===== src/verilog/fft16_pkg.sv =====
`default_nettype none

package fft16_pkg;

  ////////////////////////////////////////
  // Transform shape
  ////////////////////////////////////////

  localparam int N_POINTS = 16;
  localparam int RADIX    = 4;

  ////////////////////////////////////////
  // Twiddle coefficients, Q1.14
  ////////////////////////////////////////

  localparam int TW_FRAC = 14;
  localparam int TW_W    = 16;

  // Real part of W16^e, cos(2*pi*e/16)
  localparam logic signed [TW_W-1:0] TW_RE [10] = '{
    16'sd16384,  16'sd15137,  16'sd11585,  16'sd6270,   16'sd0,
    -16'sd6270, -16'sd11585, -16'sd15137, -16'sd16384, -16'sd15137
  };

  // Imaginary part of W16^e, -sin(2*pi*e/16)
  localparam logic signed [TW_W-1:0] TW_IM [10] = '{
    16'sd0,     -16'sd6270,  -16'sd11585, -16'sd15137, -16'sd16384,
    -16'sd15137, -16'sd11585, -16'sd6270,  16'sd0,      16'sd6270
  };

endpackage

`default_nettype wire


===== src/verilog/bin_unloader.sv =====
`timescale 1ns/1ns
`default_nettype none

module bin_unloader #(
  parameter int OUT_W = 17
) (
  input  logic                    clk,
  input  logic                    rst_i,
  input  logic                    bins_valid_i,
  input  logic signed [OUT_W-1:0] bins_re_i [fft16_pkg::N_POINTS],
  input  logic signed [OUT_W-1:0] bins_im_i [fft16_pkg::N_POINTS],
  output logic                    sink_ready_o,
  input  logic                    out_ready_i,
  output logic                    out_valid_o,
  output logic signed [OUT_W-1:0] out_re_o,
  output logic signed [OUT_W-1:0] out_im_o,
  output logic                    out_last_o
);

  logic signed [OUT_W-1:0] buf_re [fft16_pkg::N_POINTS];
  logic signed [OUT_W-1:0] buf_im [fft16_pkg::N_POINTS];
  logic [3:0]              idx;
  logic                    full;
  logic                    capture;
  logic                    beat;

  assign sink_ready_o = !full;
  assign capture      = bins_valid_i && !full;
  assign beat         = full && out_ready_i;

  assign out_valid_o = full;
  assign out_re_o    = buf_re[idx];
  assign out_im_o    = buf_im[idx];
  assign out_last_o  = full && (idx == 4'(fft16_pkg::N_POINTS - 1));

  always_ff @(posedge clk) begin
    if (capture) begin
      buf_re <= bins_re_i;
      buf_im <= bins_im_i;
    end
  end

  // Index wraps back to 0 after the last bin
  always_ff @(posedge clk) begin
    if (rst_i) begin
      idx  <= '0;
      full <= 1'b0;
    end else if (capture) begin
      full <= 1'b1;
    end else if (beat) begin
      idx <= idx + 4'd1;
      if (out_last_o)
        full <= 1'b0;
    end
  end

endmodule

`default_nettype wire


===== config.mk =====
export PLATFORM = sky130hd
export DESIGN_NAME = bin_unloader
export DESIGN_NICKNAME = d
export VERILOG_FILES = /design/src/verilog/fft16_pkg.sv /design/src/verilog/bin_unloader.sv
export SDC_FILE = /design/constraint.sdc
export NUM_CORES = 1
export LEC_CHECK = 0
export BUFFER_PORTS_ARGS = -buffer_cell sky130_fd_sc_hd__buf_2
export CAP_MARGIN = 20
export CORE_AREA = 2 2 225 227
export CTS_CLUSTER_SIZE = 40
export DETAILED_ROUTE_END_ITERATION = 12
export DIE_AREA = 0 0 227 229
export GPL_ROUTABILITY_DRIVEN = 0
export GPL_TIMING_DRIVEN = 0
export PLACE_DENSITY = 0.68
export SYNTH_ARGS = -nofsm -noshare
export SYNTH_HDL_FRONTEND = slang
export SYNTH_SLANG_ARGS = --single-unit
export TNS_END_PERCENT = 100

===== constraint.sdc =====
create_clock -name clk -period 33.7 [get_ports clk]
set_input_delay 6.74 -clock clk [delete_from_list [all_inputs] [get_ports clk]]
set_output_delay 6.74 -clock clk [all_outputs]
set_load 0.05 [all_outputs]

* Word level (Yosys, flattened, before mapping)
Cells that the tools add are included.
Operators by class: add/subtract/negate cells 1, magnitude comparators 1, equal/unequal tests 1, muxes and demuxes 9, bitwise operators 2, reductions and logical operators 8
Operators with widths (count):
- $bmux W17 S4 | 2
- $mux W17 | 4
- $ge A5 B5 Y1 const B | 1
- $not A4 Y5 | 1
- $add A4 B1 Y4 const B | 1
- $eq A4 B4 Y1 const B | 1
- $reduce_and A2 Y1 | 2
- $reduce_bool A2 Y1 | 2
- $logic_and A1 B1 Y1 | 3
- $mux W1 | 3
- $logic_not A1 Y1 | 1
- $not A1 Y1 | 1
Word-level totals: flip-flop bits (word level) 549, input bits 548, logic and storage cells 56

* Logic depth before layout (Yosys ltp)
Gate-level depths: netlist of the first run.
depth after elaboration 5, depth in mapped cells 6, mapped depth without buffers 4

* Least setup slack after synthesis of the first run
OpenSTA, ideal clock, no wires.
path kind input to register, start input bins_valid_i, end register buf_im[0] in the netlist's numbering (enable), setup time 1.515 ns, data arrival time 30.057 ns, data required time 32.185 ns, slack 2.128 ns, cell stages on the path 1, path buffers 0, path through nor2b_1
Between the ends: cells in the longest elaborated chain, start to end 1
RTL lines:
- start: declaration | line bin_unloader.sv:9 | input logic bins_valid_i,
- $logic_and A1 B1 Y1 | line bin_unloader.sv:28 | assign capture = bins_valid_i && !full;
- end signal: assignment | line bin_unloader.sv:39 | buf_im <= bins_im_i;
- end: declaration | line bin_unloader.sv:21 | logic signed [OUT_W-1:0] buf_im [fft16_pkg::N_POINTS];
Every way passes these cells. A chain may end at the register's enable or synchronous reset.

* Worst setup path after layout of the first run
start register idx[0], end output out_re_o[11]
Between the ends: cells in the longest elaborated chain, start to end 4
RTL lines:
- start: declaration | line bin_unloader.sv:22 | logic [3:0] idx;
- start signal: assignment | line bin_unloader.sv:51 | idx <= idx + 4'd1;
- $not A4 Y5 (not written as such) | line bin_unloader.sv:32 | assign out_re_o = buf_re[idx];
- $bmux W17 S4 | line bin_unloader.sv:32
- $mux W17 (not written as such) (2 in series) | line bin_unloader.sv:32
- end: declaration | line bin_unloader.sv:15 | output logic signed [OUT_W-1:0] out_re_o,
Every way passes these cells. The select of a mux whose other input is x is not followed.

==> reports/qor.yml, run 1 <==
crit_path_start_kind: "flip-flop"
power_per_cell_area_mw_per_mm2: 57.66
grt_usage_pct: 21.49
avgViaCountPerCell: 5.126
switching_share_pct: 20.99
core_mm2: 0.04966
post_cts_buffers: 0
slew_headroom_pct: 28.32
p_comb_share_pct: 7.8
synth_edf_count: 544
ctsResizeCount: 0
htreeDepth: 2
netlist_instances: 858
min-delay-path-class: "flip-flop to flip-flop"
final_common_cell: "buf_2"
cts_hold_buf: 0
yosysSeqAreaShare_pct: 80.29
maxCapViolCount: 0
synth.avg_cell_area_um2: 23.86
hpwlAfterDp_mm: 41.65
crit_path_end_kind: "output port"
cts-buffers-inserted: 56
antenna_found_initial: 28
die_w_um: 227
netlist_area_mm2: 0.02047
p_clk_share_pct: 39.3
fin_crit_ns: 9.929
insertion_delay_ns: 0.57
initial_core_util_pct: 41.22
yosys_warnings: 0
dp_slack_ns: 24.03
wl_per_cell_um: 25.04
routed_wl_mm: 56.37
overflow: 0
crit_fanout: 10
grt_pass1_wl_mm: 78.89
grt_max_degree: 39
final_layout_size_suffix_gt1_share_pct: 53.82
synthDistinctLibCells: 24
required_ns: 26.96
clock-sinks: 549
hold_violations: 0
p_int_mw: 1.204
leakagePower_nw: 9.633
synthFlopType: "edfxtp_1"
setup_violations: 0
io_buffer_count: 584
critPathKind: "flip-flop to output port"
worstMarginPinSlew_ns: 1.075
outcome: "completed"
ios: 585
die_y_um: 229
setup_slack_ns: 23.77
async_reset_ff_share_pct: 0
p_switching_mw: 0.3200
cts_buffer_depth: 3
grt_pass1_vias: 12450
cts-root-buf: "clkbuf_16"
ys_ff_latch: 549
worst_clock_skew_ns: 0.008193
num-nets-final: 2067
drt_iter0_markers: 897
syn-num-nets: 1407
arrival_ns: 3.19
path_clk_slew_ns: 0.06
seqPwrFrac_pct: 52.9
dieArea_mm2: 0.05198
rows: 82
final_cell_mix: "buf_2, edfxtp_1, mux4_2, o22ai_1, clkbuf_16"
area_delta_synth_final_pct: 29.12
irDropWorstVdd_uv: 49.90
finalMaxSlewViolations: 0
rsz0062_at_grt: "no"
num_vias: 11540
finalSetupTns_ns: 0
period_share_pct: 29.46
firstDrtPassIters: 5
post-route-drc-count: 0
cts_tree: "built"
ant_nets: 0
fmax_mhz: 100.7
[cells by family after synthesis]
logic type                 Yosys count  synth area share [%]
buffers and inverters               47                 1.381
xor gates and xnor gates             2               0.08558
muxes                              136                 14.96
DFF                                549                 80.29
AOI/OAI and AO/OA                   71                 2.151
and+or+nand+nor                     52                 1.070
adders and majority gates            1               0.06111
[synthesized netlist by cell type (2+ instances only)]
| cell type | number | area, um2 |
|---|---|---|
| nand2b_1 | 2 | 12.51 |
| dfxtp_1 | 5 | 100.1 |
| buf_2 | 13 | 65.06 |
| a21oi_1 | 2 | 10.01 |
| nor2_1 | 39 | 146.4 |
| clkbuf_1 | 15 | 56.30 |
| nand2_1 | 3 | 11.26 |
| o22ai_1 | 68 | 425.4 |
| xor2_1 | 2 | 17.52 |
| buf_4 | 9 | 67.56 |
| buf_1 | 2 | 7.510 |
| mux4_2 | 136 | 3063 |
| buf_6 | 6 | 67.56 |
| nand3_1 | 3 | 15.01 |
| edfxtp_1 | 544 | 16340 |
[through the flow]
| step | util (%) | power [mW] | hold slack [ns] | cells | cell area (um2) |
|---|---|---|---|---|---|
| 2_1_floorplan | - | 0.9116 | 0.4937 | 858 | 20470 |
| 3_5_place_dp | 49.60 | 0.9402 | 0.5881 | 2132 | 24630 |
| 6_report | 53.23 | 1.524 | 0.5949 | 2251 | 26430 |
| 4_1_cts | 53.12 | 1.537 | 0.5973 | 2229 | 26380 |
| 3_3_place_gp | 48.80 | 0.9746 | 0.5649 | 2114 | 24230 |
| 5_1_grt | 53.21 | 1.574 | 0.6473 | 2247 | 26420 |
[registers in the layout, summed over array words and instances, names as in the netlist]
| register | count |
|---|---|
| idx | 4 |
| buf_im | 272 |
| buf_re | 272 |
| out_valid_o | 1 |
[path summary, 6_finish.rpt]
check | end | slack, ns | cells after the start | start
max | out_re_o[11] | 23.77 | 7 | idx[0]
min | idx[3] | 0.59 | 2 | idx[3]
max reg2reg | buf_re[256] | 30.47 | 8 | out_valid_o
min reg2reg | idx[3] | 0.59 | 2 | idx[3]
[power by group through the flow]
stage / Combinational [mW] / Clock (mW) / Sequential, mW
2_1_floorplan: 0.0610 / 0 / 0.851
3_3_place_gp: 0.109 / 0 / 0.865
3_5_place_dp: 0.120 / 0 / 0.820
4_1_cts: 0.120 / 0.611 / 0.806
5_1_grt: 0.127 / 0.638 / 0.809
6_report: 0.119 / 0.599 / 0.806
[layout make-up]
type,instances,area (um2)
plain buffers,46,279.0
flip-flops and latches,549,16440
fillers,3959,23220
clock inverters,27,270.3
diodes,22,55.05
clock buffers,70,1475
multi-input cells,262,3760
inverters,1,3.754
well taps,672,840.8
repair buffers,602,3313
[metal layers]
| layer | GRT usage [%] | routed length [um] |
|---|---|---|
| met1 | 26.05 | 20990 |
| met2 | 37.05 | 28710 |
| met3 | 5.683 | 4905 |
| met4 | 7.598 | 1674 |
| met5 | 0 | 89 |
[critical path: stages (launching register included)]
cell	delay, ns
dfxtp_1	0.34
buf_2	0.33
nand2b_1	0.15
clkbuf_1	0.40
clkbuf_1	0.73
o22ai_1	0.17
nor2_1	0.19
buf_2	0.28
Power figures use the tool's default switching activity.
==> run 2, diff against run 1 <==
==> constraint.sdc (replaced) <==
create_clock -name clk -period 10.28 [get_ports clk]
set_input_delay 2.056 -clock clk [delete_from_list [all_inputs] [get_ports clk]]
set_output_delay 2.056 -clock clk [all_outputs]
set_load 0.05 [all_outputs]
==> run 2 against run 1 <==
Sequential power grew to 3.3 times the previous value. Critical path depth is the same. Setup slack lost 19 ns. Power grew to 3.4 times the previous value. Via count grew 0.32%. Cell count is essentially flat. Utilization grew 0.23 points. Sequential share of layout area shrank 0.27 points. Flip-flop and latch count is the same. Largest cell class unchanged. Largest power group unchanged.
==> reports/qor.yml, run 2 (same netlist as run 1, synthesis figures left out) <==
outcome: "completed"
register_area_mm2: 0.01644
final_cell_mix: "buf_2, edfxtp_1, mux4_2, o22ai_1, clkbuf_16"
maxCapViolCount: 0
hpwlAfterDp_mm: 41.92
arrival_ns: 3.58
io_buffer_count: 584
ctsResizeCount: 0
grt_pass1_vias: 12480
r2r_cells: 6
initial_core_util_pct: 41.22
cp-endpoint: "out_im_o[3]"
ios: 585
r2r-start: "out_valid_o"
crit_path_end_kind: "output port"
num-nets-final: 2065
worstMarginPinSlew_ns: 1.093
rsz0062_at_grt: "no"
use_met1_pct: 26.83
htreeDepth: 2
cts_tree: "built"
antenna_found_initial: 28
cts_hold_buf: 0
grt_pass1_wl_mm: 80.02
ant_nets: 0
num_vias: 11580
use_met2_pct: 36.98
rrSetupSlack_ns: 7.66
avgViaCountPerCell: 5.147
critPathKind: "flip-flop to output port"
worst_clock_skew_ns: 0.01997
finalNonFillerCells: 2249
die_w_um: 227
fmax_mhz: 177.4
crit_path_start_kind: "flip-flop"
power.total_mw: 5.164
wl_per_cell_um: 25.48
post_cts_buffers: 0
top_regs: "buf_im (272), buf_re (272), idx (4)"
power_per_cell_area_mw_per_mm2: 194.5
rows: 82
finalSetupTns_ns: 0
required_ns: 8.22
multi_input_area_mm2: 0.003760
grt_use_met3_pct: 6.081
hold_violations: 0
grt_max_degree: 40
finalMaxSlewViolations: 0
dieArea_mm2: 0.05198
final_common_cell: "buf_2"
setup_violations: 0
leakagePower_nw: 9.703
drt_iter0_markers: 902
grt_usage_pct: 21.78
cts_buffer_depth: 3
post-route-drc-count: 0
core_mm2: 0.04966
fin_crit_ns: 5.638
r2r-end: "buf_im[219]"
min-delay-path-class: "flip-flop to flip-flop"
cts-buffers-inserted: 56
irDropWorstVdd_uv: 191.2
overflow: 0
crit_fanout: 10
die_y_um: 229
path_clk_slew_ns: 0.06
slew_headroom_pct: 27.12
dp_cells: 2130
grt_busiest_layer: "met2"
insertion_delay_ns: 0.59
period_share_pct: 54.85
firstDrtPassIters: 5
final.fill_count: 3969
clock-sinks: 549
crit_path_start: "idx[0]"
final_layout_size_suffix_gt1_share_pct: 54.84
area_delta_synth_final_pct: 29.69
cts-root-buf: "clkbuf_16"
routed_wl_mm: 57.32
-- run 2: per-layer routing --
| layer | routed length, um | part of all wire [%] | up-vias |
|---|---|---|---|
| li1 | - | - | 5039 |
| met5 | 153 | 0.27 | - |
| met3 | 5042 | 8.8 | 107 |
| met1 | 21310 | 37 | 5837 |
| met4 | 1417 | 2.5 | 26 |
| met2 | 29390 | 51 | 566 |
-- run 2: stage by stage --
step           cell area (um2)  hold slack (ns)  worst slack, ns  utilization (%)
6_report                 26550           0.6117            4.642            53.46
4_1_cts                  26510           0.6119            4.515            53.38
3_3_place_gp             24240           0.5748           -2.968            48.82
5_1_grt                  26540           0.6420            4.531            53.45
3_5_place_dp             24570           0.6011            5.172            49.48
2_1_floorplan            20480           0.4937          -0.3302                -
-- run 2: power breakdown --
group | switching [mW] | leakage (nW) | internal [mW]
Clock | 0.847 | 0.948 | 1.29
Sequential | 0.0318 | 5.22 | 2.61
Combinational | 0.207 | 3.53 | 0.180
Total | 1.08 | 9.70 | 4.08
-- run 2: worst min path at each step --
stage | from | end | cells past startpoint
6_report | idx[3] | idx[3] | 2
5_1_grt | out_valid_o | idx[1] | 2
4_1_cts | out_valid_o | idx[1] | 2
3_5_place_dp | out_valid_o | idx[1] | 2
3_3_place_gp | idx[3] | idx[3] | 2
2_1_floorplan | idx[3] | idx[3] | 2
-- run 2: cell type report --
| type | count | area share, % |
|---|---|---|
| repair buffers | 600 | 12.24 |
| flip-flops and latches | 549 | 61.91 |
| inverters | 1 | 0.01414 |
| plain buffers | 46 | 1.051 |
| clock inverters | 39 | 1.829 |
| clock buffers | 64 | 5.472 |
| diodes | 16 | 0.1508 |
| well taps | 672 | 3.167 |
| multi-input cells | 262 | 14.16 |
-- run 2: worst max-delay path, cell delays in order (launching register included) --
cell      delay [ns]
dfxtp_1         0.33
buf_2           0.32
nand2b_1        0.15
clkbuf_1        0.49
clkbuf_1        0.87
o22ai_1         0.30
nor2_1          0.21
buf_2           0.29
