<file path="config.mk">
export PLATFORM = sky130hd
export DESIGN_NAME = sample_loader
export DESIGN_NICKNAME = d
export VERILOG_FILES = /design/src/verilog/fft16_pkg.sv /design/src/verilog/sample_loader.sv
export SDC_FILE = /design/constraint.sdc
export NUM_CORES = 1
export LEC_CHECK = 0
export ABC_AREA = 1
export ABC_CLOCK_PERIOD_IN_PS = 5700
export BUFFER_PORTS_ARGS = -buffer_cell sky130_fd_sc_hd__buf_2
export CAP_MARGIN = 20
export CORE_MARGIN = 8
export CORE_UTILIZATION = 45
export CTS_CLUSTER_DIAMETER = 120
export DETAILED_ROUTE_END_ITERATION = 7
export HOLD_SLACK_MARGIN = 0.05
export PLACE_DENSITY_LB_ADDON = 0.3
export SLEW_MARGIN = 20
export SYNTH_ARGS = -nofsm -noshare
export SYNTH_HDL_FRONTEND = slang
export SYNTH_SLANG_ARGS = --single-unit
</file>
<file path="constraint.sdc">
create_clock -name clk -period 5.7 [get_ports clk]
set_input_delay 0.855 -clock clk [delete_from_list [all_inputs] [get_ports clk]]
set_output_delay 0.855 -clock clk [all_outputs]
set_load 0.05 [all_outputs]
</file>
<file path="src/verilog/fft16_pkg.sv">
`default_nettype none

package fft16_pkg;

  ////////////////////////////////////////
  // Transform shape
  ////////////////////////////////////////

  localparam int N_POINTS = 16;
  localparam int RADIX    = 4;

  ////////////////////////////////////////
  // Twiddle coefficients, Q1.14
  ////////////////////////////////////////

  localparam int TW_FRAC = 14;
  localparam int TW_W    = 16;

  // Real part of W16^e, cos(2*pi*e/16)
  localparam logic signed [TW_W-1:0] TW_RE [10] = '{
    16'sd16384,  16'sd15137,  16'sd11585,  16'sd6270,   16'sd0,
    -16'sd6270, -16'sd11585, -16'sd15137, -16'sd16384, -16'sd15137
  };

  // Imaginary part of W16^e, -sin(2*pi*e/16)
  localparam logic signed [TW_W-1:0] TW_IM [10] = '{
    16'sd0,     -16'sd6270,  -16'sd11585, -16'sd15137, -16'sd16384,
    -16'sd15137, -16'sd11585, -16'sd6270,  16'sd0,      16'sd6270
  };

endpackage

`default_nettype wire

</file>
<file path="src/verilog/sample_loader.sv">
`timescale 1ns/1ns
`default_nettype none

module sample_loader #(
  parameter int IN_W = 12
) (
  input  logic                   clk,
  input  logic                   rst_i,
  input  logic                   in_valid_i,
  input  logic signed [IN_W-1:0] in_re_i,
  input  logic signed [IN_W-1:0] in_im_i,
  output logic                   in_ready_o,
  input  logic                   frame_advance_i,
  output logic                   frame_valid_o,
  output logic signed [IN_W-1:0] frame_re_o [fft16_pkg::N_POINTS],
  output logic signed [IN_W-1:0] frame_im_o [fft16_pkg::N_POINTS]
);

  logic [3:0] cnt;
  logic       full;
  logic       accept;

  assign in_ready_o    = !full;
  assign frame_valid_o = full;
  assign accept        = in_valid_i && !full;

  // Frame buffer, sample n at position n
  always_ff @(posedge clk) begin
    if (accept) begin
      frame_re_o[cnt] <= in_re_i;
      frame_im_o[cnt] <= in_im_i;
    end
  end

  always_ff @(posedge clk) begin
    if (rst_i) begin
      cnt  <= '0;
      full <= 1'b0;
    end else if (accept) begin
      cnt <= cnt + 4'd1;
      if (cnt == 4'(fft16_pkg::N_POINTS - 1))
        full <= 1'b1;
    end else if (full && frame_advance_i) begin
      // Core took the frame this edge
      full <= 1'b0;
    end
  end

endmodule

`default_nettype wire

</file>
# ---- Word level (Yosys, flattened, before mapping)
# Cells that the tools add are included.
dict set report totals {
  wordCells 53
  romBits 0
  ramBits 0
  output_inout_bits 386
  in_bits 28
  reg_bits 389
  n_memories 0
  latch_bits 0
}
dict set report op_classes {
  muxes 7
  div 0
  mul 0
  shift 0
  bitwise 1
  n_reduce_logical 6
  magnitude_cmp 2
  n_addsub 1
  eq_ne 2
}
# op n
set ops {}
lappend ops {{bitwise mux 192 bit} 2}
lappend ops {{demux 12 bit (select 4 bit)} 1}
lappend ops {{two-way mux 12 bit} 1}
lappend ops {{>= comparator 5 bit (second input constant)} 1}
lappend ops {{< comparator 5 x 1 -> 1 bit (second input constant)} 1}
lappend ops {{inverter 4 -> 5 bit} 1}
lappend ops {{adder 4 x 1 -> 4 bit (second input constant)} 1}
lappend ops {{equality test 4 bit (second input constant)} 1}
lappend ops {{logical AND 1 bit} 3}
lappend ops {{two-way mux 1 bit} 3}
lappend ops {{inequality test 2 x 1 -> 1 bit (second input constant)} 1}
lappend ops {{AND reduction 2 bit} 1}
lappend ops {{nonzero test 2 bit} 1}
lappend ops {{zero test 1 bit} 1}

# ---- Logic depth before layout (Yosys ltp)
# Gate-level depths: netlist of run 1.
dict set report depth {
  depth_word 6
  depth_mapped 6
  ltp_nobuf 6
}

# ---- Worst setup path before layout of run 1
# OpenSTA, ideal clock, no wires.
dict set report synth_path {
  path_kind {input -> register}
  start {in in_valid_i}
  end {reg frame_im_o[108] in the netlist's numbering (enable)}
  path_buffers 0
  path_stages 4
  required_ns 5.295
  slack_ns 3.117
  arrival_time_ns 2.178
  setup_time_ns 0.405
  cell_sequence {inv_1 nor2_4 nand2_1 nor2_1}
}
dict set report synth_between {
  elab_chain_len 1
}
# element line_no
set synth_lines {}
lappend synth_lines {{start: declaration} sample_loader.sv:9} ;# input logic in_valid_i,
lappend synth_lines {{logical AND 1 bit} sample_loader.sv:25} ;# assign accept = in_valid_i && !full;
lappend synth_lines {{end signal: indexed assignment} sample_loader.sv:31} ;# frame_im_o[cnt] <= in_im_i;
lappend synth_lines {{end: declaration} sample_loader.sv:16} ;# output logic signed [IN_W-1:0] frame_im_o [fft16_pkg::N_POINTS]
# No other way between the ends.
# A chain may end at the register's enable or synchronous reset.

# ---- Worst setup path in the final report of run 1
dict set report layout_path {
  start {in in_valid_i}
  end {reg frame_im_o[109] in the netlist's numbering (enable)}
}
# The elaborated chain is that of the path after synthesis.

==> results of run 1 <==
-- metrics by stage --
stage / util / area [µm²] / setup slack, ns
final: 0.603 / 15700 / 3.50
after global routing: 0.603 / 15700 / 3.42
after CTS: 0.603 / 15700 / 3.50
after detailed placement: 0.557 / 14500 / 2.98
after global placement: 0.557 / 14500 / 3.05
after floorplan: - / 11900 / 3.12
-- area by class of cell --
type	count	area, µm²
clock buffer	45	1040
sequential	389	11600
timing repair buffer	414	2070
inverter	8	30.0
clock inverter	20	163
fill	1892	10300
tap	335	419
multi-input combinational	48	358
-- logic make-up (layout without fill, tap and decap cells) --
logic type,after synthesis,in the layout,synth area share
AND/OR/NAND/NOR,38,38,0.0132
adder cells (fa/ha/maj),5,5,0.00525
flip-flops,389,389,0.977
AO/OA/AOI/OAI,5,5,0.00210
buffers and inverters,8,487,0.00252
-- worst min-delay path by stage --
| stage | start | slack (ns) | end |
|---|---|---|---|
| floorplan | cnt[2]$_SDFFE_PP0P_ | 0.51 | cnt[2]$_SDFFE_PP0P_ |
| global placement | cnt[3]$_SDFFE_PP0P_ | 0.54 | cnt[3]$_SDFFE_PP0P_ |
| detailed placement | cnt[2]$_SDFFE_PP0P_ | 0.55 | cnt[2]$_SDFFE_PP0P_ |
| CTS | rst_i | 0.49 | frame_valid_o$_SDFFE_PP0P_ |
| global route | rst_i | 0.50 | frame_valid_o$_SDFFE_PP0P_ |
| finish | rst_i | 0.51 | frame_valid_o$_SDFFE_PP0P_ |
-- cells in the final DEF (no fill, tap or decap) --
cell type	netlist	layout
sky130_fd_sc_hd__buf_2	0	413
sky130_fd_sc_hd__nor2_1	18	3
sky130_fd_sc_hd__or2_1	1	1
sky130_fd_sc_hd__nor2_4	1	16
sky130_fd_sc_hd__inv_1	7	7
sky130_fd_sc_hd__clkinvlp_4	0	1
sky130_fd_sc_hd__nand3_1	2	2
sky130_fd_sc_hd__clkbuf_1	0	4
sky130_fd_sc_hd__o21ai_0	1	1
sky130_fd_sc_hd__inv_2	1	1
sky130_fd_sc_hd__a21oi_1	4	4
sky130_fd_sc_hd__clkinv_1	0	12
sky130_fd_sc_hd__nand4_1	1	1
sky130_fd_sc_hd__edfxtp_1	384	384
sky130_fd_sc_hd__buf_4	0	1
sky130_fd_sc_hd__dfxtp_1	5	5
sky130_fd_sc_hd__clkbuf_16	0	41
sky130_fd_sc_hd__clkinv_2	0	4
sky130_fd_sc_hd__ha_1	5	5
sky130_fd_sc_hd__bufinv_16	0	3
sky130_fd_sc_hd__nand2_1	15	15
-- state kept, by name, summed over array words and instances (netlist names) --
name           count
frame_re_o       192
cnt                4
frame_valid_o      1
frame_im_o       192
-- power by group through the flow --
stage	Combinational, mW	Clock (mW)	Sequential [mW]
5_1_grt	0.217	2.56	3.19
3_3_place_gp	0.206	0	3.25
4_1_cts	0.209	2.44	3.19
2_1_floorplan	0.0196	0	3.35
3_5_place_dp	0.209	0	3.25
6_report	0.206	2.41	3.19
-- metal layers --
metal  up-vias  wire, µm  global-route usage
met2       331     15700               0.318
met5         -         0                   0
li1       2682         -                   -
met4         0       784              0.0596
met1      3091     12100               0.233
met3        57      3220              0.0644
-- critical path, cell delays in order --
cell and delay (ns):
sky130_fd_sc_hd__buf_2 0.10, sky130_fd_sc_hd__inv_1 0.06, sky130_fd_sc_hd__nor2_4 0.14, sky130_fd_sc_hd__nand2_1 0.26
sky130_fd_sc_hd__nor2_4 0.88
==> summary by stage, run 1 <==
GRT
The via count of the first global-routing pass is 6398. The number of antenna violations at the first check in global routing came to 0. The maximum number of pins on one net before global-route repair is 25. The first global-routing pass estimated 43.5 mm of wire. After global routing the overflow that remains totals 0. For this run, the total global-route usage over all layers was measured as 0.191.

Power and ir drop
The part of the power in the clock network is 0.415. The share of total power dissipated in combinational logic is 0.036. The part of the power in registers is 0.549.

The power per cell area is 370 nW/µm². Of the total power, the share spent switching nets is 0.202. The net switching component of the power is 1.17 mW. For this design the static power due to leakage is 5.86 nW. The internal power component is 4.64 mW. Across the VDD grid, the largest voltage drop is 0.365 mV. The total power of the final layout is 5.81 mW.

Job
The tool flagged a number of max-cap violations equal to 0.

Synth
For this run, the leading register cell type out of synthesis is sky130_fd_sc_hd__edfxtp_1. The share of synthesized area in the top cell type comes to 0.968. In the synthesized netlist, the cells that appear most often are sky130_fd_sc_hd__edfxtp_1, sky130_fd_sc_hd__nor2_1, sky130_fd_sc_hd__nand2_1. Yosys instantiated no cell more often than sky130_fd_sc_hd__edfxtp_1. The count of flip-flops with a built-in enable after synthesis is 384.

After synthesis, the cell types taking the most area are sky130_fd_sc_hd__edfxtp_1, sky130_fd_sc_hd__dfxtp_1, sky130_fd_sc_hd__nor2_1. Counting every instance in the synthesized netlist gives 445. The leading area contributor after synthesis is sky130_fd_sc_hd__edfxtp_1. The async set or reset register ratio after synthesis is 0. The number of library cell types mapped by synthesis is 13. The total of warnings raised by yosys is 0. The post-synth net total is 478. The mean post-synth cell area is 26.8 µm². The synthesized design contains 389 register bits.

The share of synthesized area occupied by flip-flops and latches is 0.977. The mapped cell area is 11900 µm².

Finish
The total inserted antenna cells is 0. In the final layout, the share of cells above drive strength 1 is 0.519. The count of cells in the finished layout, fillers not included, comes to 1259. The final net count is 932.

From synthesis to final layout, the design area changed by 32.0%.

Die
The core area is 26100 µm². The die span in y is 179 µm. The area of the die is 31900 µm².

The x dimension of the die is 179 µm. The floorplan has 59 rows. The initial core utilization is 0.457. The number of placed I/O pins is 414.

Run status
The flow ran to the end, and the final reports show no timing, DRC or antenna violations.

Routing
The routed layout has 6161 vias. For this block, the routed nets add up to 31.9 mm of wire. The DRC violation count after routing is 0. The number of optimization iterations in the first detailed-route pass is 6.

Dividing the detail-routed wire length by the instance count gives 25.3 µm. The number of nets with antenna violations after detailed routing is 0. The per-cell via count in the routed design is 4.89.

The initial detailed-routing violation count is 415.

Clock network
The number of gates resized after CTS is 0. The clock sink count is 389. The number of buffers added by the clock tree synthesis step is 38. The cell chosen for the clock root is sky130_fd_sc_hd__clkbuf_16. TritonCTS built the clock tree. Clock-pin slew was measured on the worst setup and hold paths at 0.06 ns. Post-CTS timing repair inserted 0 buffers for setup.

The number of levels the H-tree was split into is 2. The clock insertion delay at the later pin of the skew report is 0.50 ns. The count of hold-fix buffers inserted at cts is 0.

The maximum clock path buffer count is 3.

Worst setup path
The category of the worst setup path capture point is a flip-flop. In this run the critical register-to-register path is launched from cnt[0]$_SDFFE_PP0P_. The startpoint type of the worst setup path is an input port. The register-to-register path setup slack is 3.57 ns. In this run the worst setup path terminates at frame_im_o[109]$_DFFE_PP_. At the worst endpoint, the required time is 5.82 ns. STA puts the critical path data arrival time at 2.31 ns. For the worst flop-to-flop path, the logic depth is 4. The largest fanout of any net on the critical path is 24. The worst flop-to-flop path endpoint is frame_im_o[109]$_DFFE_PP_. The source of the critical timing path is in_valid_i.

By startpoint and endpoint, the worst setup path is classified as input port to flip-flop.

Placed design
The congestion estimate from routability-driven global placement came to 0.732. Port buffering added 413 buffers. The final HPWL from detailed placement is 20.6 mm. Counting tap cells, the placed design contains a total of 1194 instances.

Timing
The number of endpoints failing setup at the final stage is 0. The final hold violation count is 0. The worst max-slew margin expressed relative to the limit is 0.293.

The summed negative setup slack over all endpoints is 0 ns. The final critical path time including I/O delays and setup is 2.20 ns. The ratio of final minimum period to clock period is 0.386.

Static timing analysis puts the maximum clock frequency at 455 MHz. The max-slew violation count was 0. The final setup skew is 0.0124 ns.

Setup repair after global routing left no endpoint under its margin. The transition at the pin with the smallest max-transition slack is 1.06 ns. The worst-case hold slack is 0.515 ns.

Min path
The hold-critical path depth is 2. The worst min-delay path class is input port to flip-flop.
Power figures use the tool's default switching activity.
==> run 2, diff against run 1 <==
--- a/config.mk
+++ b/config.mk
@@ -6,7 +6,7 @@
 export NUM_CORES = 1
 export LEC_CHECK = 0
 export ABC_AREA = 1
-export ABC_CLOCK_PERIOD_IN_PS = 5700
+export ABC_CLOCK_PERIOD_IN_PS = 2270
 export BUFFER_PORTS_ARGS = -buffer_cell sky130_fd_sc_hd__buf_2
 export CAP_MARGIN = 20
 export CORE_MARGIN = 8
==> constraint.sdc (replaced) <==
create_clock -name clk -period 2.27 [get_ports clk]
set_input_delay 0.3405 -clock clk [delete_from_list [all_inputs] [get_ports clk]]
set_output_delay 0.3405 -clock clk [all_outputs]
set_load 0.05 [all_outputs]
==> summary by stage, run 2 (same netlist as run 1, synthesis figures left out) <==
Timing
The worst path in the final design needs a cycle of 1.82 ns, including I/O delays and setup. For the final database, setup skew stands at 0.0137 ns. The highest clock rate is 549 MHz.

The ratio of final minimum period to clock period is 0.802. The worst-case hold slack is 0.130 ns. The final hold violation count is 0. Setup violations remaining at the end of the flow were counted as 0. The max-slew violation count is 0. The summed negative setup slack over all endpoints is 0 ns. The transition at the pin with the smallest max-transition slack is 0.494 ns. Setup repair after global routing left no endpoint under its margin.

Measured against its own limit, the worst slew margin works out to 0.671.

Finish
At the end of the flow, the number of nets in the layout was 960. Measured on the finished design, the core utilization comes to 0.619. Compared with the post-synthesis result, the final layout area differs by 35.5%. The total inserted antenna cells is 0. The area of all placed cells without fillers is 16100 µm².

The library cell used most frequently in the layout, excluding fill and tap cells, is sky130_fd_sc_hd__buf_2. The share of cells above drive strength 1 is 0.539. In the layout the commonest cells are sky130_fd_sc_hd__buf_2, sky130_fd_sc_hd__edfxtp_1, sky130_fd_sc_hd__clkbuf_16, sky130_fd_sc_hd__buf_4, sky130_fd_sc_hd__nor2_4. The largest registers in the layout are frame_im_o x192, frame_re_o x192, cnt x4.

Clock network
TritonCTS built the clock tree. Clock tree synthesis inserted a total of 38 buffers. The clock reaches the later pin of the worst-skew pair after 0.52 ns. Gates resized during post-CTS repair numbered 0.

The clock sink count is 389. The cell chosen for the clock root is sky130_fd_sc_hd__clkbuf_16. The maximum clock path buffer count is 3. The number of levels the H-tree was split into is 2. Clock-pin slew was measured on the worst setup and hold paths at 0.06 ns.

Placed design
Routability-driven placement finished with a final weighted congestion of 0.750. The wire-length estimate of the detail-placed layout is 23.6 mm. After detailed placement, the total cell area comes to 14800 µm².

In this run the tool buffered the top-level ports with 413 buffer cells.

Routing
The per-cell via count in the routed design is 4.94. In the final routed layout, each cell accounts on average for 26.9 µm. The initial detailed-routing violation count is 561. The first detailed-routing pass ran for 4 iterations.

The routed wire length is 34.7 mm. The detailed-route via count is 6368. Once detail routing completed, the nets flagged for antenna violations numbered 0. The DRC violation count after routing is 0.

Die
The initial utilization of the core area, before any placement, comes to 0.457. After floorplanning, the core was sized to cover 26100 µm². The x dimension of the die is 179 µm. The floorplan has 59 rows. The die covers 31900 µm².

The die span in y is 179 µm. For this design the top-level I/O count stands at 414.

Worst setup path
STA classifies the critical path endpoint as a flip-flop. Data arrives at the worst endpoint at 1.97 ns. The kind of critical path is flip-flop to flip-flop. Along the worst path, the maximum fanout reaches 24. At the worst endpoint, the required time is 2.42 ns. The startpoint type of the worst setup path is a flip-flop.

Power and ir drop
The net switching component of the power is 2.99 mW. Summed over all cells, the static leakage comes to 6.10 nW. Of the total power, the clock network draws 0.440.

The power per cell area is 947 nW/µm². Of the total power, the share spent switching nets is 0.196. The total power of the final layout is 15.3 mW. The highest ir drop seen on vdd is 0.673 mV. The share of total power dissipated in combinational logic is 0.035. The part of the power in registers is 0.525. Cell internal power was estimated by the tool at 12.3 mW.

GRT
The maximum number of pins on one net before global-route repair is 25. The global-route wire length before repair is 46.8 mm. The via count of the first global-routing pass is 6503. In the global route stage, overall resource usage came out at 0.208. For this run the aggregate overflow at the end of global routing stands at 0. The number of antenna violations at the first check in global routing is 0.

Job
The number of max-cap violations is 0.

Min path
The worst min-delay path class is input port to flip-flop.

Run status
The flow ran to the end, and the final reports show no timing, DRC or antenna violations.
==> run 2: cell types whose count changed in the layout (fill, tap and decap cells not counted), moves of 2 or more <==
cell                        previous run  this run
sky130_fd_sc_hd__buf_12                0         4
sky130_fd_sc_hd__bufinv_16             3         8
sky130_fd_sc_hd__clkbuf_1              4         6
sky130_fd_sc_hd__clkinv_1             12         4
sky130_fd_sc_hd__buf_4                 1        24
==> run 2: repair_timing <==
action / in CTS / in global routing
buffers inserted: 0 / 0
hold buffers: 1 / 0
setup endpoints to repair: 0 / 0
hold endpoints to repair: 1 / 0
==> run 2: power groups by stage <==
stage          clock (mW)  sequential (mW)  combinational [mW]
2_1_floorplan           0             8.40              0.0493
3_3_place_gp            0             8.17               0.540
3_5_place_dp            0             8.16               0.547
4_1_cts              6.83             8.01               0.549
5_1_grt              7.11             8.01               0.568
6_report             6.72             8.01               0.542
==> run 2: layer usage <==
layer  track usage  vias up  wire length, µm
met5             0        -                0
met4        0.0599        0              747
met3        0.0651       47             3380
met2         0.335      355            16700
met1         0.269     3235            13900
li1              -     2731                -
==> run 2: layout make-up <==
class	instances	area [µm²]
flip-flops and latches	389	11600
clock buffers	48	1060
clock inverters	18	292
well taps	335	419
multi-input cells	48	358
fillers	1841	9930
inverters	8	30.0
repair buffers	442	2340
==> run 2: worst paths after layout <==
kind / start / endpoint / slack (ns) / cells after the start
setup / recovery: cnt[0]$_SDFFE_PP0P_ / frame_re_o[166]$_DFFE_PP_ / 0.45 / 5
hold / removal: frame_advance_i / frame_valid_o$_SDFFE_PP0P_ / 0.13 / 3
setup reg to reg: cnt[0]$_SDFFE_PP0P_ / frame_re_o[166]$_DFFE_PP_ / 0.45 / 5
hold reg to reg: cnt[3]$_SDFFE_PP0P_ / cnt[3]$_SDFFE_PP0P_ / 0.56 / 2
==> run 2: through the flow <==
step	cells	setup slack (ns)
after floorplan	445	-0.0160
after global placement	1221	0.386
after detailed placement	1221	0.348
after CTS	1288	0.438
after global routing	1288	0.358
final	1288	0.449
==> run 2: worst max-delay path, stage by stage, from the launching register on <==
cell and delay (ns):
sky130_fd_sc_hd__dfxtp_1 0.35, sky130_fd_sc_hd__inv_1 0.12, sky130_fd_sc_hd__ha_1 0.16, sky130_fd_sc_hd__nand2_1 0.24
sky130_fd_sc_hd__nor2_4 0.14, sky130_fd_sc_hd__buf_4 0.44
==> run 3, diff against run 2 <==
--- a/config.mk
+++ b/config.mk
@@ -6,11 +6,11 @@
 export NUM_CORES = 1
 export LEC_CHECK = 0
 export ABC_AREA = 1
-export ABC_CLOCK_PERIOD_IN_PS = 2270
+export ABC_CLOCK_PERIOD_IN_PS = 1500
 export BUFFER_PORTS_ARGS = -buffer_cell sky130_fd_sc_hd__buf_2
 export CAP_MARGIN = 20
 export CORE_MARGIN = 8
-export CORE_UTILIZATION = 45
+export CORE_UTILIZATION = 44
 export CTS_CLUSTER_DIAMETER = 120
 export DETAILED_ROUTE_END_ITERATION = 7
 export HOLD_SLACK_MARGIN = 0.05
==> constraint.sdc (replaced) <==
create_clock -name clk -period 1.5 [get_ports clk]
set_input_delay 0.225 -clock clk [delete_from_list [all_inputs] [get_ports clk]]
set_output_delay 0.225 -clock clk [all_outputs]
set_load 0.05 [all_outputs]
==> summary by stage, run 3 (same netlist as run 1, synthesis figures left out) <==
Worst setup path
The worst register-to-register path ends at frame_im_o[39]$_DFFE_PP_. The startpoint type of the worst setup path is a flip-flop. The kind of critical path is flip-flop to flip-flop. The data arrival time of the critical path is 1.67 ns.

For flop-to-flop paths, the worst setup slack is 0.05 ns. The required time of the critical path is 1.72 ns. The largest fanout of any net on the critical path is 7. The startpoint of the most critical register-to-register path is frame_valid_o$_SDFFE_PP0P_. The category of the worst setup path capture point is a flip-flop. The depth of the worst register-to-register path is 5.

Timing
The final setup skew is 0.0125 ns. The number of endpoints failing setup at the final stage is 0. The max-slew violation count was 0. At the pin with the least slew margin, the transition time is 0.349 ns. The final critical path time including I/O delays and setup is 1.45 ns. Setup repair after global routing left no endpoint under its margin.

The final hold violation count is 0. For this run, the top clock speed supported by timing is 687 MHz. Adding up every negative setup slack in the final design gives 0 ns. The worst max-slew margin expressed relative to the limit is 0.767. The ratio of final minimum period to clock period is 0.970.

Finish
Of the cells placed in the final design, the portion with a size suffix greater than 1 is 0.553. The most common library cell in the layout ignoring fill and taps is sky130_fd_sc_hd__buf_2. In the layout the commonest cells are sky130_fd_sc_hd__buf_2, sky130_fd_sc_hd__edfxtp_1, sky130_fd_sc_hd__clkbuf_16, sky130_fd_sc_hd__buf_12, sky130_fd_sc_hd__nor2_4.

The largest registers in the layout are frame_im_o x192, frame_re_o x192, cnt x4. The total inserted antenna cells is 0. Relative to the synthesized area, the layout overhead comes to 37.8%. The final net count is 975.

Routing
Dividing the detail-routed via count by the number of cells gives 4.94. The DRC violation count after routing is 0. For this block, the routed nets add up to 35.3 mm of wire. The detailed-route via count is 6480.

The number of optimization iterations in the first detailed-route pass is 5. The first routing iteration left 503 violations. In the final routed layout, each cell accounts on average for 26.9 µm. Once detail routing completed, the nets flagged for antenna violations numbered 0.

Job
The tool flagged a number of max-cap violations equal to 0.

Power and ir drop
The cell leakage power is 6.17 nW. The total power of the final layout is 21.8 mW. The highest ir drop seen on vdd is 0.866 mV.

The power per cell area is 1330 nW/µm².

Placed design
The final HPWL from detailed placement is 24.4 mm. The last weighted congestion value of the routability-driven placer is 0.768. The count of buffers added on input and output ports is 413.

Min path
For hold timing, the worst endpoint is frame_re_o[68]$_DFFE_PP_. The worst min-delay path class is input port to flip-flop. The hold-critical path depth is 1. The worst hold path begins at in_re_i[8].

Run status
The run finished with clean final reports.

Die
The die covers 32600 µm². The number of placed I/O pins is 414. The initial core utilization is 0.444.

The die span in y is 181 µm. From left edge to right edge, the die measures 181 µm. The floorplan row count is 60. The core region is 26800 µm².

GRT
Entering global routing, the biggest net connects 24 pins. The first global-routing pass estimated 48.8 mm of wire. After global routing the overflow that remains totals 0. The via count of the first global-routing pass was 6646. The number of antenna violations at the first check in global routing is 0. The aggregate global-route resource usage is 0.207.

Clock network
In this run the number of H-tree levels came out at 2. The clock transition at the registers of the reported paths is 0.06 ns. The clock insertion delay at the later pin of the skew report is 0.51 ns.

The clock passes through at most 3 buffers. For this design, the sink count on the clock tree is 389. The cell chosen for the clock root is sky130_fd_sc_hd__clkbuf_16. TritonCTS built the clock tree. In this run, CTS created clock tree buffers numbering 39.
==> run 3: repair_timing <==
| action | CTS | global route |
|---|---|---|
| endpoints found under the hold margin | 5 | 0 |
| pin swaps | 1 | 2 |
| hold buffers | 2 | 0 |
| cloned | 1 | 0 |
| resized for setup | 7 | 6 |
| endpoints found under the setup margin | 25 | 236 |
| setup buffers | 1 | 3 |
==> run 3: layer usage <==
layer | global-route usage | share of wire | vias to the layer above
met3 | 0.0627 | 0.083 | 37
met4 | 0.0390 | 0.012 | 0
met1 | 0.265 | 0.40 | 3320
li1 | - | - | 2772
met5 | 0 | 0 | -
met2 | 0.350 | 0.51 | 351
==> run 3: worst max-delay path by stage <==
stage,cells past startpoint,slack (ns),to,startpoint
floorplan,3,-0.09,frame_im_o[120]$_DFFE_PP_,frame_valid_o$_SDFFE_PP0P_
global placement,6,-0.10,frame_re_o[41]$_DFFE_PP_,in_valid_i
detailed placement,6,-0.08,frame_re_o[41]$_DFFE_PP_,in_valid_i
CTS,4,-0.005,frame_re_o[45]$_DFFE_PP_,frame_valid_o$_SDFFE_PP0P_
global route,2,0.007,in_ready_o,frame_valid_o$_SDFFE_PP0P_
finish,5,0.05,frame_im_o[39]$_DFFE_PP_,frame_valid_o$_SDFFE_PP0P_
==> run 3: final cells by class <==
class                           count  area (µm²)
Clock inverter                     22         105
Multi-Input combinational cell     48         400
Inverter                            8        33.8
Sequential cell                   389       11600
Fill cell                        1955       10400
Clock buffer                       49        1060
Timing Repair Buffer              456        2750
Tap cell                          341         427
==> run 3: where the power goes <==
group / total, mW / switching (mW) / internal, mW
Combinational: 0.885 / 0.709 / 0.176
Sequential: 12.1 / 0.0478 / 12.1
Clock: 8.78 / 3.79 / 4.99
Total: 21.8 / 4.55 / 17.2
==> run 3: through the flow <==
step           std cells  cell area [µm²]  setup slack, ns  utilization  hold slack [ns]
4_1_cts             1310            16400         -0.00472        0.610           0.0799
3_3_place_gp        1235            15100           -0.100        0.564            0.394
5_1_grt             1313            16400          0.00747        0.612           0.0897
2_1_floorplan        445            12000          -0.0911            -            0.284
3_5_place_dp        1235            15100          -0.0800        0.564            0.394
6_report            1313            16400           0.0453        0.612            0.104
==> run 3: critical path, stage by stage, from the launching register on <==
cell and delay (ns):
sky130_fd_sc_hd__dfxtp_4 0.36, sky130_fd_sc_hd__nor2_4 0.12, sky130_fd_sc_hd__buf_12 0.14, sky130_fd_sc_hd__nand2_4 0.10, sky130_fd_sc_hd__nor2_4 0.14, sky130_fd_sc_hd__bufbuf_16 0.30
